File: src/include/mc_params.svh
`ifndef MC_PARAMS_SVH
`define MC_PARAMS_SVH

// Datapath and register width
`define MC_XLEN 32

// Word address width of the shared memory bus
// Byte address bits [MC_AW+1:2] reach the memory
`define MC_AW 10

// Architectural register count, x0 included
`define MC_NREG 32

`endif
File: src/verilog/mcPkg.sv
`include "mc_params.svh"

package mcPkg;

        typedef enum logic [2:0] {
                IF,
                ID,
                EX1,
                EX2,
                MEM,
                WB,
                HALT
        } cpuState;

        // RV32 major opcodes of the supported subset
        typedef enum logic [6:0] {
                OP_ARITH     = 7'b0110011,
                OP_ARITH_IMM = 7'b0010011,
                OP_LOAD      = 7'b0000011,
                OP_STORE     = 7'b0100011,
                OP_BRANCH    = 7'b1100011,
                OP_JAL       = 7'b1101111,
                OP_JALR      = 7'b1100111,
                OP_ECALL     = 7'b1110011
        } opcodeT;

        typedef enum logic {SRCA_PC, SRCA_A} srcASel;

        typedef enum logic [1:0] {SRCB_B, SRCB_FOUR, SRCB_IMM} srcBSel;

        typedef enum logic [1:0] {ALUOP_ADD, ALUOP_SUB, ALUOP_FUNCT} aluOpT;

        typedef struct packed {
                logic   pcWrite;
                logic   pcWriteNotCond;
                logic   iOrD;           // 1 selects ALUOut as data address
                logic   memRead;
                logic   memWrite;
                logic   memToReg;
                logic   irWrite;
                logic   pcSource;       // 0 ALU result, 1 ALUOut
                aluOpT  aluOp;
                srcASel srcA;
                srcBSel srcB;
                logic   regWrite;
                logic   isEcall;
        } ctrlWord;

        typedef struct packed {
                logic [`MC_AW-1:0]   addr;
                logic [`MC_XLEN-1:0] wdata;
                logic                read;
                logic                write;
        } memReq;

        typedef struct packed {
                logic [`MC_XLEN-1:0]         nextPc;
                logic [$clog2(`MC_NREG)-1:0] rd;
                logic [`MC_XLEN-1:0]         rdData;
                logic                        rdWrite;
        } retireInfo;

endpackage

File: src/verilog/multiCycleCore.sv
`timescale 1ns/100ps
`include "mc_params.svh"

module multiCycleCore (
        input  logic                clk,
        input  logic                rstN,
        input  logic [`MC_XLEN-1:0] memRdata,
        output mcPkg::memReq        mem,
        output logic                retire,
        output mcPkg::retireInfo    retireData,
        output logic                halted
);
        import mcPkg::*;

        localparam int RW = $clog2(`MC_NREG);

        logic [`MC_XLEN-1:0] pc;
        logic [`MC_XLEN-1:0] ir;
        logic [`MC_XLEN-1:0] mdr;
        logic [`MC_XLEN-1:0] a;
        logic [`MC_XLEN-1:0] b;
        logic [`MC_XLEN-1:0] aluOut;
        logic [`MC_XLEN-1:0] aluResult;
        logic [`MC_XLEN-1:0] rdata1;
        logic [`MC_XLEN-1:0] rdata2;
        logic [`MC_XLEN-1:0] immI;
        logic [`MC_XLEN-1:0] immS;
        logic [`MC_XLEN-1:0] immB;
        logic [`MC_XLEN-1:0] immJ;
        logic [`MC_XLEN-1:0] imm;
        logic [`MC_XLEN-1:0] opA;
        logic [`MC_XLEN-1:0] opB;
        logic [`MC_XLEN-1:0] pcNext;
        logic [`MC_XLEN-1:0] wbData;
        logic                zero;
        logic                pcEn;
        cpuState             state;
        opcodeT              opcode;
        ctrlWord             ctrl;

        assign opcode = opcodeT'(ir[6:0]);

        stateSequencer u_seq (
                .clk    (clk),
                .rstN   (rstN),
                .opcode (opcode),
                .zero   (zero),
                .state  (state)
        );

        microCodeController u_ctrl (
                .state  (state),
                .opcode (opcode),
                .ctrl   (ctrl)
        );

        assign immI = {{(`MC_XLEN-12){ir[31]}}, ir[31:20]};
        assign immS = {{(`MC_XLEN-12){ir[31]}}, ir[31:25], ir[11:7]};
        assign immB = {{(`MC_XLEN-13){ir[31]}}, ir[31], ir[7], ir[30:25], ir[11:8], 1'b0};
        assign immJ = {{(`MC_XLEN-21){ir[31]}}, ir[31], ir[19:12], ir[20], ir[30:21], 1'b0};

        always_comb begin
                case (opcode)
                        OP_STORE:  imm = immS;
                        OP_BRANCH: imm = immB;
                        OP_JAL:    imm = immJ;
                        default:   imm = immI;
                endcase
        end

        assign opA = (ctrl.srcA == SRCA_A) ? a : pc;

        always_comb begin
                case (ctrl.srcB)
                        SRCB_FOUR: opB = `MC_XLEN'(4);
                        SRCB_IMM:  opB = imm;
                        default:   opB = b;
                endcase
        end

        aluUnit u_alu (
                .aluOp    (ctrl.aluOp),
                .funct3   (ir[14:12]),
                .funct7b5 (ir[30]),
                .isImm    (opcode == OP_ARITH_IMM),
                .opA      (opA),
                .opB      (opB),
                .result   (aluResult),
                .zero     (zero)
        );

        assign wbData = ctrl.memToReg ? mdr : aluOut;

        regFile u_rf (
                .clk    (clk),
                .rs1    (ir[19:15]),
                .rs2    (ir[24:20]),
                .rd     (ir[11:7]),
                .wdata  (wbData),
                .we     (ctrl.regWrite),
                .rdata1 (rdata1),
                .rdata2 (rdata2)
        );

        // Bit 0 cleared for JALR targets
        assign pcNext = ctrl.pcSource ? aluOut : {aluResult[`MC_XLEN-1:1], 1'b0};
        assign pcEn   = ctrl.pcWrite | (ctrl.pcWriteNotCond & ~zero);

        always_ff @(posedge clk) begin
                if (!rstN) begin
                        pc <= '0;
                end else if (pcEn) begin
                        pc <= pcNext;
                end
        end

        always_ff @(posedge clk) begin
                if (ctrl.irWrite) begin
                        ir <= memRdata;
                end
                if (ctrl.memRead && ctrl.iOrD) begin
                        mdr <= memRdata;
                end
                a      <= rdata1;
                b      <= rdata2;
                aluOut <= aluResult;  // Loads every cycle
        end

        always_comb begin
                mem.addr  = ctrl.iOrD ? aluOut[`MC_AW+1:2] : pc[`MC_AW+1:2];
                mem.wdata = b;
                mem.read  = ctrl.memRead;
                mem.write = ctrl.memWrite;
        end

        // Every instruction ends on its PC write
        assign retire = pcEn;

        always_comb begin
                retireData.nextPc  = pcNext;
                retireData.rd      = ctrl.regWrite ? ir[11:7] : RW'(0);
                retireData.rdData  = ctrl.regWrite ? wbData : '0;
                retireData.rdWrite = ctrl.regWrite;
        end

        assign halted = (state == HALT);

endmodule

File: src/verilog/regFile.sv
`timescale 1ns/100ps
`include "mc_params.svh"

module regFile (
        input  logic                        clk,
        input  logic [$clog2(`MC_NREG)-1:0] rs1,
        input  logic [$clog2(`MC_NREG)-1:0] rs2,
        input  logic [$clog2(`MC_NREG)-1:0] rd,
        input  logic [`MC_XLEN-1:0]         wdata,
        input  logic                        we,
        output logic [`MC_XLEN-1:0]         rdata1,
        output logic [`MC_XLEN-1:0]         rdata2
);

        logic [`MC_XLEN-1:0] regs [`MC_NREG];

        always_ff @(posedge clk) begin
                if (we && rd != '0) begin
                        regs[rd] <= wdata;
                end
        end

        // x0 reads as zero whatever the array holds
        assign rdata1 = (rs1 == '0) ? '0 : regs[rs1];
        assign rdata2 = (rs2 == '0) ? '0 : regs[rs2];

endmodule

File: src/verilog/aluUnit.sv
`timescale 1ns/100ps
`include "mc_params.svh"

module aluUnit (
        input  mcPkg::aluOpT        aluOp,
        input  logic [2:0]          funct3,
        input  logic                funct7b5,
        input  logic                isImm,
        input  logic [`MC_XLEN-1:0] opA,
        input  logic [`MC_XLEN-1:0] opB,
        output logic [`MC_XLEN-1:0] result,
        output logic                zero
);
        import mcPkg::*;

        typedef enum logic [2:0] {
                FN_ADD,
                FN_SUB,
                FN_AND,
                FN_OR,
                FN_SLT
        } aluFn;

        aluFn fn;

        always_comb begin
                fn = FN_ADD;
                case (aluOp)
                        ALUOP_SUB: fn = FN_SUB;
                        ALUOP_FUNCT: begin
                                case (funct3)
                                        // ADDI has no funct7, its imm bits must not pick SUB
                                        3'b000: fn = (!isImm && funct7b5) ? FN_SUB : FN_ADD;
                                        3'b010: fn = FN_SLT;
                                        3'b110: fn = FN_OR;
                                        3'b111: fn = FN_AND;
                                        default: fn = FN_ADD;
                                endcase
                        end
                        default: fn = FN_ADD;
                endcase
        end

        always_comb begin
                case (fn)
                        FN_SUB: result = opA - opB;
                        FN_AND: result = opA & opB;
                        FN_OR:  result = opA | opB;
                        FN_SLT: begin
                                result = {{(`MC_XLEN-1){1'b0}}, $signed(opA) < $signed(opB)};
                        end
                        default: result = opA + opB;
                endcase
        end

        assign zero = (result == '0);  // Drives BEQ sequencing

endmodule

File: src/verilog/microCodeController.sv
`timescale 1ns/100ps

module microCodeController (
        input  mcPkg::cpuState state,
        input  mcPkg::opcodeT  opcode,
        output mcPkg::ctrlWord ctrl
);
        import mcPkg::*;

        always_comb begin
                ctrl.pcWrite        = 1'b0;
                ctrl.pcWriteNotCond = 1'b0;
                ctrl.iOrD           = 1'b0;
                ctrl.memRead        = 1'b0;
                ctrl.memWrite       = 1'b0;
                ctrl.memToReg       = 1'b0;
                ctrl.irWrite        = 1'b0;
                ctrl.pcSource       = 1'b0;
                ctrl.aluOp          = ALUOP_ADD;
                ctrl.srcA           = SRCA_PC;
                ctrl.srcB           = SRCB_B;
                ctrl.regWrite       = 1'b0;
                ctrl.isEcall        = 1'b0;

                case (state)
                        IF: begin
                                ctrl.memRead = 1'b1;
                                ctrl.irWrite = 1'b1;
                        end
                        ID: begin
                                // PC+4 lands in ALUOut
                                ctrl.srcB = SRCB_FOUR;
                                if (opcode == OP_ECALL) begin
                                        ctrl.isEcall = 1'b1;
                                        ctrl.pcWrite = 1'b1;
                                end
                        end
                        EX1: begin
                                case (opcode)
                                        OP_ARITH: begin
                                                ctrl.srcA  = SRCA_A;
                                                ctrl.aluOp = ALUOP_FUNCT;
                                        end
                                        OP_ARITH_IMM: begin
                                                ctrl.srcA  = SRCA_A;
                                                ctrl.srcB  = SRCB_IMM;
                                                ctrl.aluOp = ALUOP_FUNCT;
                                        end
                                        OP_LOAD,
                                        OP_STORE: begin
                                                ctrl.srcA = SRCA_A;  // Effective address
                                                ctrl.srcB = SRCB_IMM;
                                        end
                                        OP_BRANCH: begin
                                                ctrl.srcA           = SRCA_A;
                                                ctrl.aluOp          = ALUOP_SUB;
                                                ctrl.pcWriteNotCond = 1'b1;
                                                ctrl.pcSource       = 1'b1;
                                        end
                                        default: begin
                                                // JAL, JALR and anything unknown
                                                ctrl.srcB = SRCB_FOUR;
                                        end
                                endcase
                        end
                        EX2: begin
                                if (opcode == OP_BRANCH) begin
                                        ctrl.srcB    = SRCB_IMM;  // Branch target
                                        ctrl.pcWrite = 1'b1;
                                end
                        end
                        MEM: begin
                                ctrl.iOrD = 1'b1;
                                if (opcode == OP_LOAD) begin
                                        ctrl.memRead = 1'b1;
                                end else begin
                                        ctrl.memWrite = 1'b1;
                                        ctrl.srcB     = SRCB_FOUR;
                                        ctrl.pcWrite  = 1'b1;
                                end
                        end
                        WB: begin
                                case (opcode)
                                        OP_ARITH,
                                        OP_ARITH_IMM: begin
                                                ctrl.regWrite = 1'b1;
                                                ctrl.srcB     = SRCB_FOUR;
                                                ctrl.pcWrite  = 1'b1;
                                        end
                                        OP_LOAD: begin
                                                ctrl.regWrite = 1'b1;
                                                ctrl.memToReg = 1'b1;  // Write MDR
                                                ctrl.srcB     = SRCB_FOUR;
                                                ctrl.pcWrite  = 1'b1;
                                        end
                                        OP_JAL: begin
                                                ctrl.regWrite = 1'b1;
                                                ctrl.srcB     = SRCB_IMM;
                                                ctrl.pcWrite  = 1'b1;
                                        end
                                        OP_JALR: begin
                                                ctrl.regWrite = 1'b1;
                                                ctrl.srcA     = SRCA_A;
                                                ctrl.srcB     = SRCB_IMM;
                                                ctrl.pcWrite  = 1'b1;
                                        end
                                        default: begin
                                                ctrl.regWrite = 1'b0;
                                        end
                                endcase
                        end
                        default: begin
                                // HALT keeps every strobe low
                                ctrl.pcWrite = 1'b0;
                        end
                endcase
        end

endmodule

File: src/verilog/stateSequencer.sv
`timescale 1ns/100ps

module stateSequencer (
        input  logic           clk,
        input  logic           rstN,
        input  mcPkg::opcodeT  opcode,
        input  logic           zero,
        output mcPkg::cpuState state
);
        import mcPkg::*;

        cpuState nextState;

        always_ff @(posedge clk) begin
                if (!rstN) begin
                        state <= IF;
                end else begin
                        state <= nextState;
                end
        end

        always_comb begin
                nextState = state;
                case (state)
                        IF: nextState = ID;
                        ID: nextState = (opcode == OP_ECALL) ? HALT : EX1;
                        EX1: begin
                                case (opcode)
                                        // Not taken ends here, taken adds EX2
                                        OP_BRANCH: nextState = zero ? EX2 : IF;
                                        OP_LOAD,
                                        OP_STORE: nextState = MEM;
                                        default: nextState = WB;
                                endcase
                        end
                        EX2: nextState = IF;
                        MEM: begin
                                if (opcode == OP_LOAD) begin
                                        nextState = WB;
                                end else begin
                                        nextState = IF;  // Store done
                                end
                        end
                        WB: nextState = IF;
                        HALT: nextState = HALT;
                        default: nextState = IF;
                endcase
        end

endmodule

File: config.mk
export PLATFORM = sky130hd
export DESIGN_NAME = multiCycleCore
export DESIGN_NICKNAME = d
export VERILOG_FILES = /design/src/verilog/mcPkg.sv /design/src/verilog/multiCycleCore.sv /design/src/verilog/regFile.sv /design/src/verilog/aluUnit.sv /design/src/verilog/microCodeController.sv /design/src/verilog/stateSequencer.sv
export VERILOG_INCLUDE_DIRS = /design/src /design/src/include
export SDC_FILE = /design/constraint.sdc
export NUM_CORES = 2
export LEC_CHECK = 0
export ABC_AREA = 1
export BUFFER_PORTS_ARGS = -buffer_cell sky130_fd_sc_hd__buf_2
export CAP_MARGIN = 0
export CORE_AREA = 2 2 415 520
export CTS_BUF_LIST = sky130_fd_sc_hd__clkbuf_4 sky130_fd_sc_hd__clkbuf_8
export CTS_CLUSTER_DIAMETER = 120
export CTS_CLUSTER_SIZE = 8
export DETAILED_ROUTE_END_ITERATION = 12
export DIE_AREA = 0 0 417 522
export PLACE_DENSITY = 0.49
export SYNTH_ARGS = -nofsm -noshare
export SYNTH_HDL_FRONTEND = slang
export SYNTH_SLANG_ARGS = --single-unit
File: constraint.sdc
create_clock -name clk -period 15.1 [get_ports clk]
set_input_delay 1.51 -clock clk [delete_from_list [all_inputs] [get_ports clk]]
set_output_delay 1.51 -clock clk [all_outputs]
set_load 0.05 [all_outputs]
# Yosys cells after proc, flatten, opt, wreduce, memory -nomap -nowiden
# Memories as Yosys holds them, arrays and structs flattened. A register that Yosys moved wholly into a read port is not among the register bits.
# Index checks and enable logic that the tools add are counted.
# W data, S select, Z words.
# classes
order_cmp	1
n_eq_ne	25
n_bitwise	5
muxes	42
addsub	2
n_reduce_logical	18
# op_table
op	n
$mux W32	4
$pmux W32 S4	1
$pmux W32 S2	1
$pmux W20 S3	1
$add A32 B32 Y32	1
$and A32 B32 Y32	1
$logic_not A32 Y1	1
$lt A32 B32 Y1	1
$or A32 B32 Y32	1
$sub A32 B32 Y32	1
$eq A7 B7 Y1 const B	4
$eq A3 B3 Y1 const B	6
$mux W1	17
$eq A3 B2 Y1 const B	5
$pmux W3 S5	1
$eq A7 B6 Y1 const B	2
$pmux W2 S2	3
$pmux W3 S2	2
$pmux W3 S4	1
$logic_not A5 Y1	2
$mux W10	1
$pmux W2 S5	1
$reduce_or A5 Y1	2
$mux W3	3
18 further kinds	30
# word_totals
mem_count	1
regBits	131
ram_bits	1024
# memory_table
name	depth	width	rd	rd_clocked_by_memory_dff	wr	line_no	rtl
u_rf.regs	32	32	2	2	1	regFile.sv:15	logic [`MC_XLEN-1:0] regs [`MC_NREG];

# Longest topological paths before layout
# depth
depth_word	12
ltp_mapped	47
depth_no_buf	44

# Cells and area by module
# A second synthesis with hierarchy kept.
# unflattened
hier_cells	8268
hier_area_um2	66422.5
# by_module_without_submodules
module	seq_area_each_um2	n_inst	cells_per_inst	area_each_um2
regFile	30749.5	1	5972	51687.1
multiCycleCore	4484.3	1	792	7245.7
aluUnit	0.0	1	1395	6939.2
microCodeController	0.0	1	63	285.3
stateSequencer	60.1	1	46	265.3

# Worst setup path after synthesis
# No wires, ideal clock.
# synth_path
kind	reg-to-output
from	register ir[3]
to	output port retireData[66] in the netlist's numbering
stages_incl_launch_ff	34
path_buffers	2
setup_slack_ns	7.932
arrival_time_ns	5.658
path_cell_list	edfxtp_1 > inv_2 > nand2_1 > nor2_2 > inv_1 > nor2_1 > inv_1 > nor2_1 > nand2_1 > inv_1 > nor2_1 > nor2_1 > inv_1 > nor3_1 > inv_1 > ha_1 > clkbuf_1 > clkbuf_1 > a22oi_1 > inv_1 > ha_1 > inv_1 > fa_1 > o21bai_1 > nand2_1 > nand2_1 > nand2_1 > nand2_1 > nand2_1 > nand2_1 > clkinv_1 > nor2_1 > nor2_1 > o21ai_0
# synth_lines
element	line_no	rtl
start: declaration	multiCycleCore.sv:18	logic [`MC_XLEN-1:0] ir;
start signal: assignment	multiCycleCore.sv:119	ir <= memRdata;
end: declaration	multiCycleCore.sv:10	output mcPkg::retireInfo retireData,

# Final worst setup path
# layout_path
from	register ir[3]
to	output port retire
# layout_via
elab_chain_cells	12
elab_cells_between_ends	57
# layout_rtl
element	line_no	rtl
$eq A7 B6 Y1, or another cell as far along	microCodeController.sv:39, microCodeController.sv:83	
$reduce_or A3 Y1 (no line), or another cell as far along	-	
$pmux W2 S2, or another cell as far along	microCodeController.sv:83	case (opcode)
$pmux W2 S5, or another cell as far along	microCodeController.sv:25	case (state)
$eq A2 B2 Y1, or another cell as far along	multiCycleCore.sv:74	case (ctrl.srcB)
$pmux W32 S2 / $pmux W3 S2 (equally long branches)	multiCycleCore.sv:74, aluUnit.sv:28	
$add A32 B32 Y32, or another cell as far along	aluUnit.sv:52	default: result = opA + opB;
$pmux W32 S4	aluUnit.sv:45	case (fn)
$logic_not A32 Y1	aluUnit.sv:56	assign zero = (result == '0);
$not A1 Y1	multiCycleCore.sv:107	assign pcEn = ctrl.pcWrite | (ctrl.pcWriteNotCond & ~zero);
$and A1 B1 Y1	multiCycleCore.sv:107	
$or A1 B1 Y1 (*)	multiCycleCore.sv:107	
end: declaration	multiCycleCore.sv:9	output logic retire,
# Every way passes the cells marked *; elsewhere a longest branch is shown, timed or not.

==> summary.txt <==
Clock tree
  – Clk buf depth: 3
  – H-Tree Depth: 4
  – CTS clk-pin slew, worst paths: around 0.07 ns
  – Setup Fix Bufs, Post-CTS: 0
  – CTS tree: done
  – CTS Sinks: 1,219
  – TritonCTS Buffers: between 150 and 200
  – Clk_lat worst skew: 0.97 ns
  – Post_cts resized: 0
  – Hold Buf Count CTS: 0
  – CTS root buf: clkbuf_8

Routing
  – DRT iter0 DRCs: 7,089
  – Post-route ant nets: 0
  – DRC Markers: 0
  – Via density per instance: 5.67
  – Routed wire length: 288 mm
  – DRT Pass-1 Iters: 6
  – WL/cell: 28.7 um
  – Vias: 56,700

Synthesis
  – Ys flop type: edfxtp_1
  – Avg Cell Area, Syn: around 8.9 sq um
  – Synth Register Bits: 1,219
  – Mapped Cells: 7,125
  – Post-synth ARST share: 0
  – Post-Syn Area: around 0.064 sq mm
  – Main area contributors after synthesis: edfxtp_1 (51%), o21ai_0 (9.5%), nor2_1 (6.0%), nand2_1 (5.4%), dfxtp_1 (4.1%)
  – Seq/Total Area, Yosys: 0.555
  – Synth warn: 0
  – EDFF count, synth: about 1,100
  – Cell taking the most area after synthesis: edfxtp_1
  – Post-synth top area share: 0.514
  – Distinct cells, synth: 52

Status
  – Status: complete, no violations

Floorplanning
  – Initial core utilization: 0.298
  – FP Rows: 190
  – IO Pins: 150
  – Die Ht: 522 um
  – Die Area: 0.218 sq mm
  – Die width: 417 um
  – Core Box Area: 0.213 sq mm

Pwr
  – Peak VDD IR: 0.0763 mV
  – LEAKAGE: approximately 26 nW
  – Pwr per Cell Area: 149 mW/mm^2

Critical path
  – CP Data Arrival Time: 8.71 ns
  – Critical path's most frequent cell: nand2_1
  – Crit Path Class: reg2out
  – CP max-delay cell: o21ai_1
  – Worst Path Max Fanout: 21
  – Max incr delay on CP: 0.75 ns
  – Crit path max-delay family: simple AND/OR/NAND/NOR gates
  – Req. time, crit path: about 14 ns
  – Startpoint types: register
  – CP endpoint kind: primary output
  – Worst path bufs/invs: 11

Placed design
  – GPL Wtd Cong: 1.02
  – Placed inst area: between 0.06 and 0.07 sq mm
  – Port bufs: 149
  – Hpwl dp: 177 mm

Finish
  – P&R area growth vs syn: 11.1%
  – Share of cells above drive strength 1: 0.0923
  – Most common cell after layout, fill and taps aside: o21ai_0
  – Commonest non-fill, non-tap cells in the layout: o21ai_0 (1,206), edfxtp_1 (1,088), nor2_1 (986)
  – Final Net Count: just over 7,000
  – Fill count: between 20,000 and 25,000
  – Multi-input gate area: roughly 0.024 sq mm
  – Register area: 0.0353 sq mm
  – Final Cell Area: around 0.071 sq mm

Global routing
  – Initial antenna violation count: 22
  – Global-route wire length before repair: 400 mm
  – GRT Total Usage: 0.256
  – Largest net degree at the start of global routing: 158
  – Gr ovfl total: 0
  – Vias in the first global route: 54,100

Timing
  – Setup violators final: 0
  – Hold Violations, Final: 0
  – Max Slew Vio Count: 0
  – Fin Setup TNS: 0 ns
  – Slew @ Worst Pin: 1.19 ns
  – Max-Slew Margin vs Limit: 0.204
  – Clock Skews: 0.0744 ns
  – Hold WS: about 0.55 ns
  – RSZ-0062 raised after global routing: false
  – Fin crit share: 0.677
  – Period minus WS final: 10.22 ns
  – FMAX: 97.8 MHz

Hold path
  – Hold crit path type: reg2reg

Job
  – Max-cap viol count: 0
## path summary, 6_finish.rpt
| kind | end | from | slack (ns) | cells after the start |
|---|---|---|---|---|
| setup / recovery | retire | ir[3] | 4.88 | 40 |
| hold / removal | pc[13] | pc[13] | 0.55 | 4 |
| setup reg to reg | pc[19] | ir[3] | 6.39 | 41 |
| hold reg to reg | pc[13] | pc[13] | 0.55 | 4 |
## power breakdown
group / leakage, nW / total [mW] / switching [mW] / internal [mW]
Sequential: 11.0 / 4.45 / 0.196 / 4.25
Combinational: 13.6 / 3.40 / 2.68 / 0.724
Clock: 1.75 / 2.66 / 1.35 / 1.31
Total: 26.3 / 10.5 / 4.23 / 6.29
## flip-flops by register name (all words and copies together), names as in the netlist
name / cells
ir: 32
b: 32
mdr: 32
aluOut: 32
u_seq.state: 3
u_rf.regs: 1024
pc: 32
a: 32
## cell families (layout without fill, tap and decap cells)
kind of cell,after synthesis,after routing,synth area share
buf+inv,1220,1271,0.0738
flops,1219,1219,0.555
compound gates,2178,2178,0.195
xor+xnor,18,18,0.00248
fa+ha+maj,102,102,0.0203
other cells,1,43,0.0000590
simple gates,2387,2387,0.153
## Yosys cell counts (7+ instances only)
| library cell | count |
|---|---|
| a221oi_1 | 45 |
| nand3_1 | 339 |
| a21oi_2 | 10 |
| o221ai_1 | 162 |
| nand3b_1 | 18 |
| buf_2 | 33 |
| o21ai_0 | 1212 |
| o21ai_1 | 8 |
| edfxtp_1 | 1088 |
| a31oi_1 | 61 |
| dfxtp_1 | 131 |
| buf_1 | 39 |
| a2bb2oi_1 | 9 |
| clkbuf_1 | 434 |
| inv_2 | 10 |
| ha_1 | 100 |
| nand4_1 | 31 |
| o211ai_1 | 142 |
| nor2_1 | 1023 |
| nand2_1 | 913 |
| a22oi_1 | 9 |
| nor2_2 | 10 |
| a21oi_1 | 373 |
| buf_6 | 7 |
| o22ai_1 | 121 |
| xor2_1 | 18 |
| inv_1 | 689 |
| o21a_1 | 9 |
| nor3_1 | 27 |
## metal layers
metal	global-route usage	up-vias	share of wire
met5	0	-	0.00019
met4	0.155	8	0.064
met3	0.0419	751	0.085
met2	0.429	3210	0.47
met1	0.309	27900	0.38
li1	-	24800	-
## layout make-up
cell class	count	area share
Antenna cell	11	0.000389
Timing Repair Buffer	282	0.0264
Clock inverter	16	0.00273
Multi-Input combinational cell	4717	0.340
Inverter	704	0.0379
Clock buffer	269	0.0436
Sequential cell	1219	0.499
Tap cell	2784	0.0493
## tightest hold or removal path, delay by kind of cell (launching register included)
family / cells / cell delay, ns
AND/OR/NAND/NOR: 3 / 0.16
buffers and inverters: 1 / 0.05
flip-flops: 1 / 0.30
## through the flow
stage	power (mW)	util	instances	worst slack, ns
2_1_floorplan	6.41	-	7156	7.93
3_3_place_gp	7.84	0.316	9706	5.83
3_5_place_dp	7.86	0.316	9706	5.84
4_1_cts	10.5	0.331	9991	4.75
5_1_grt	10.9	0.331	9997	4.25
6_report	10.5	0.331	10000	4.88
(Power assumes the default switching activity.)
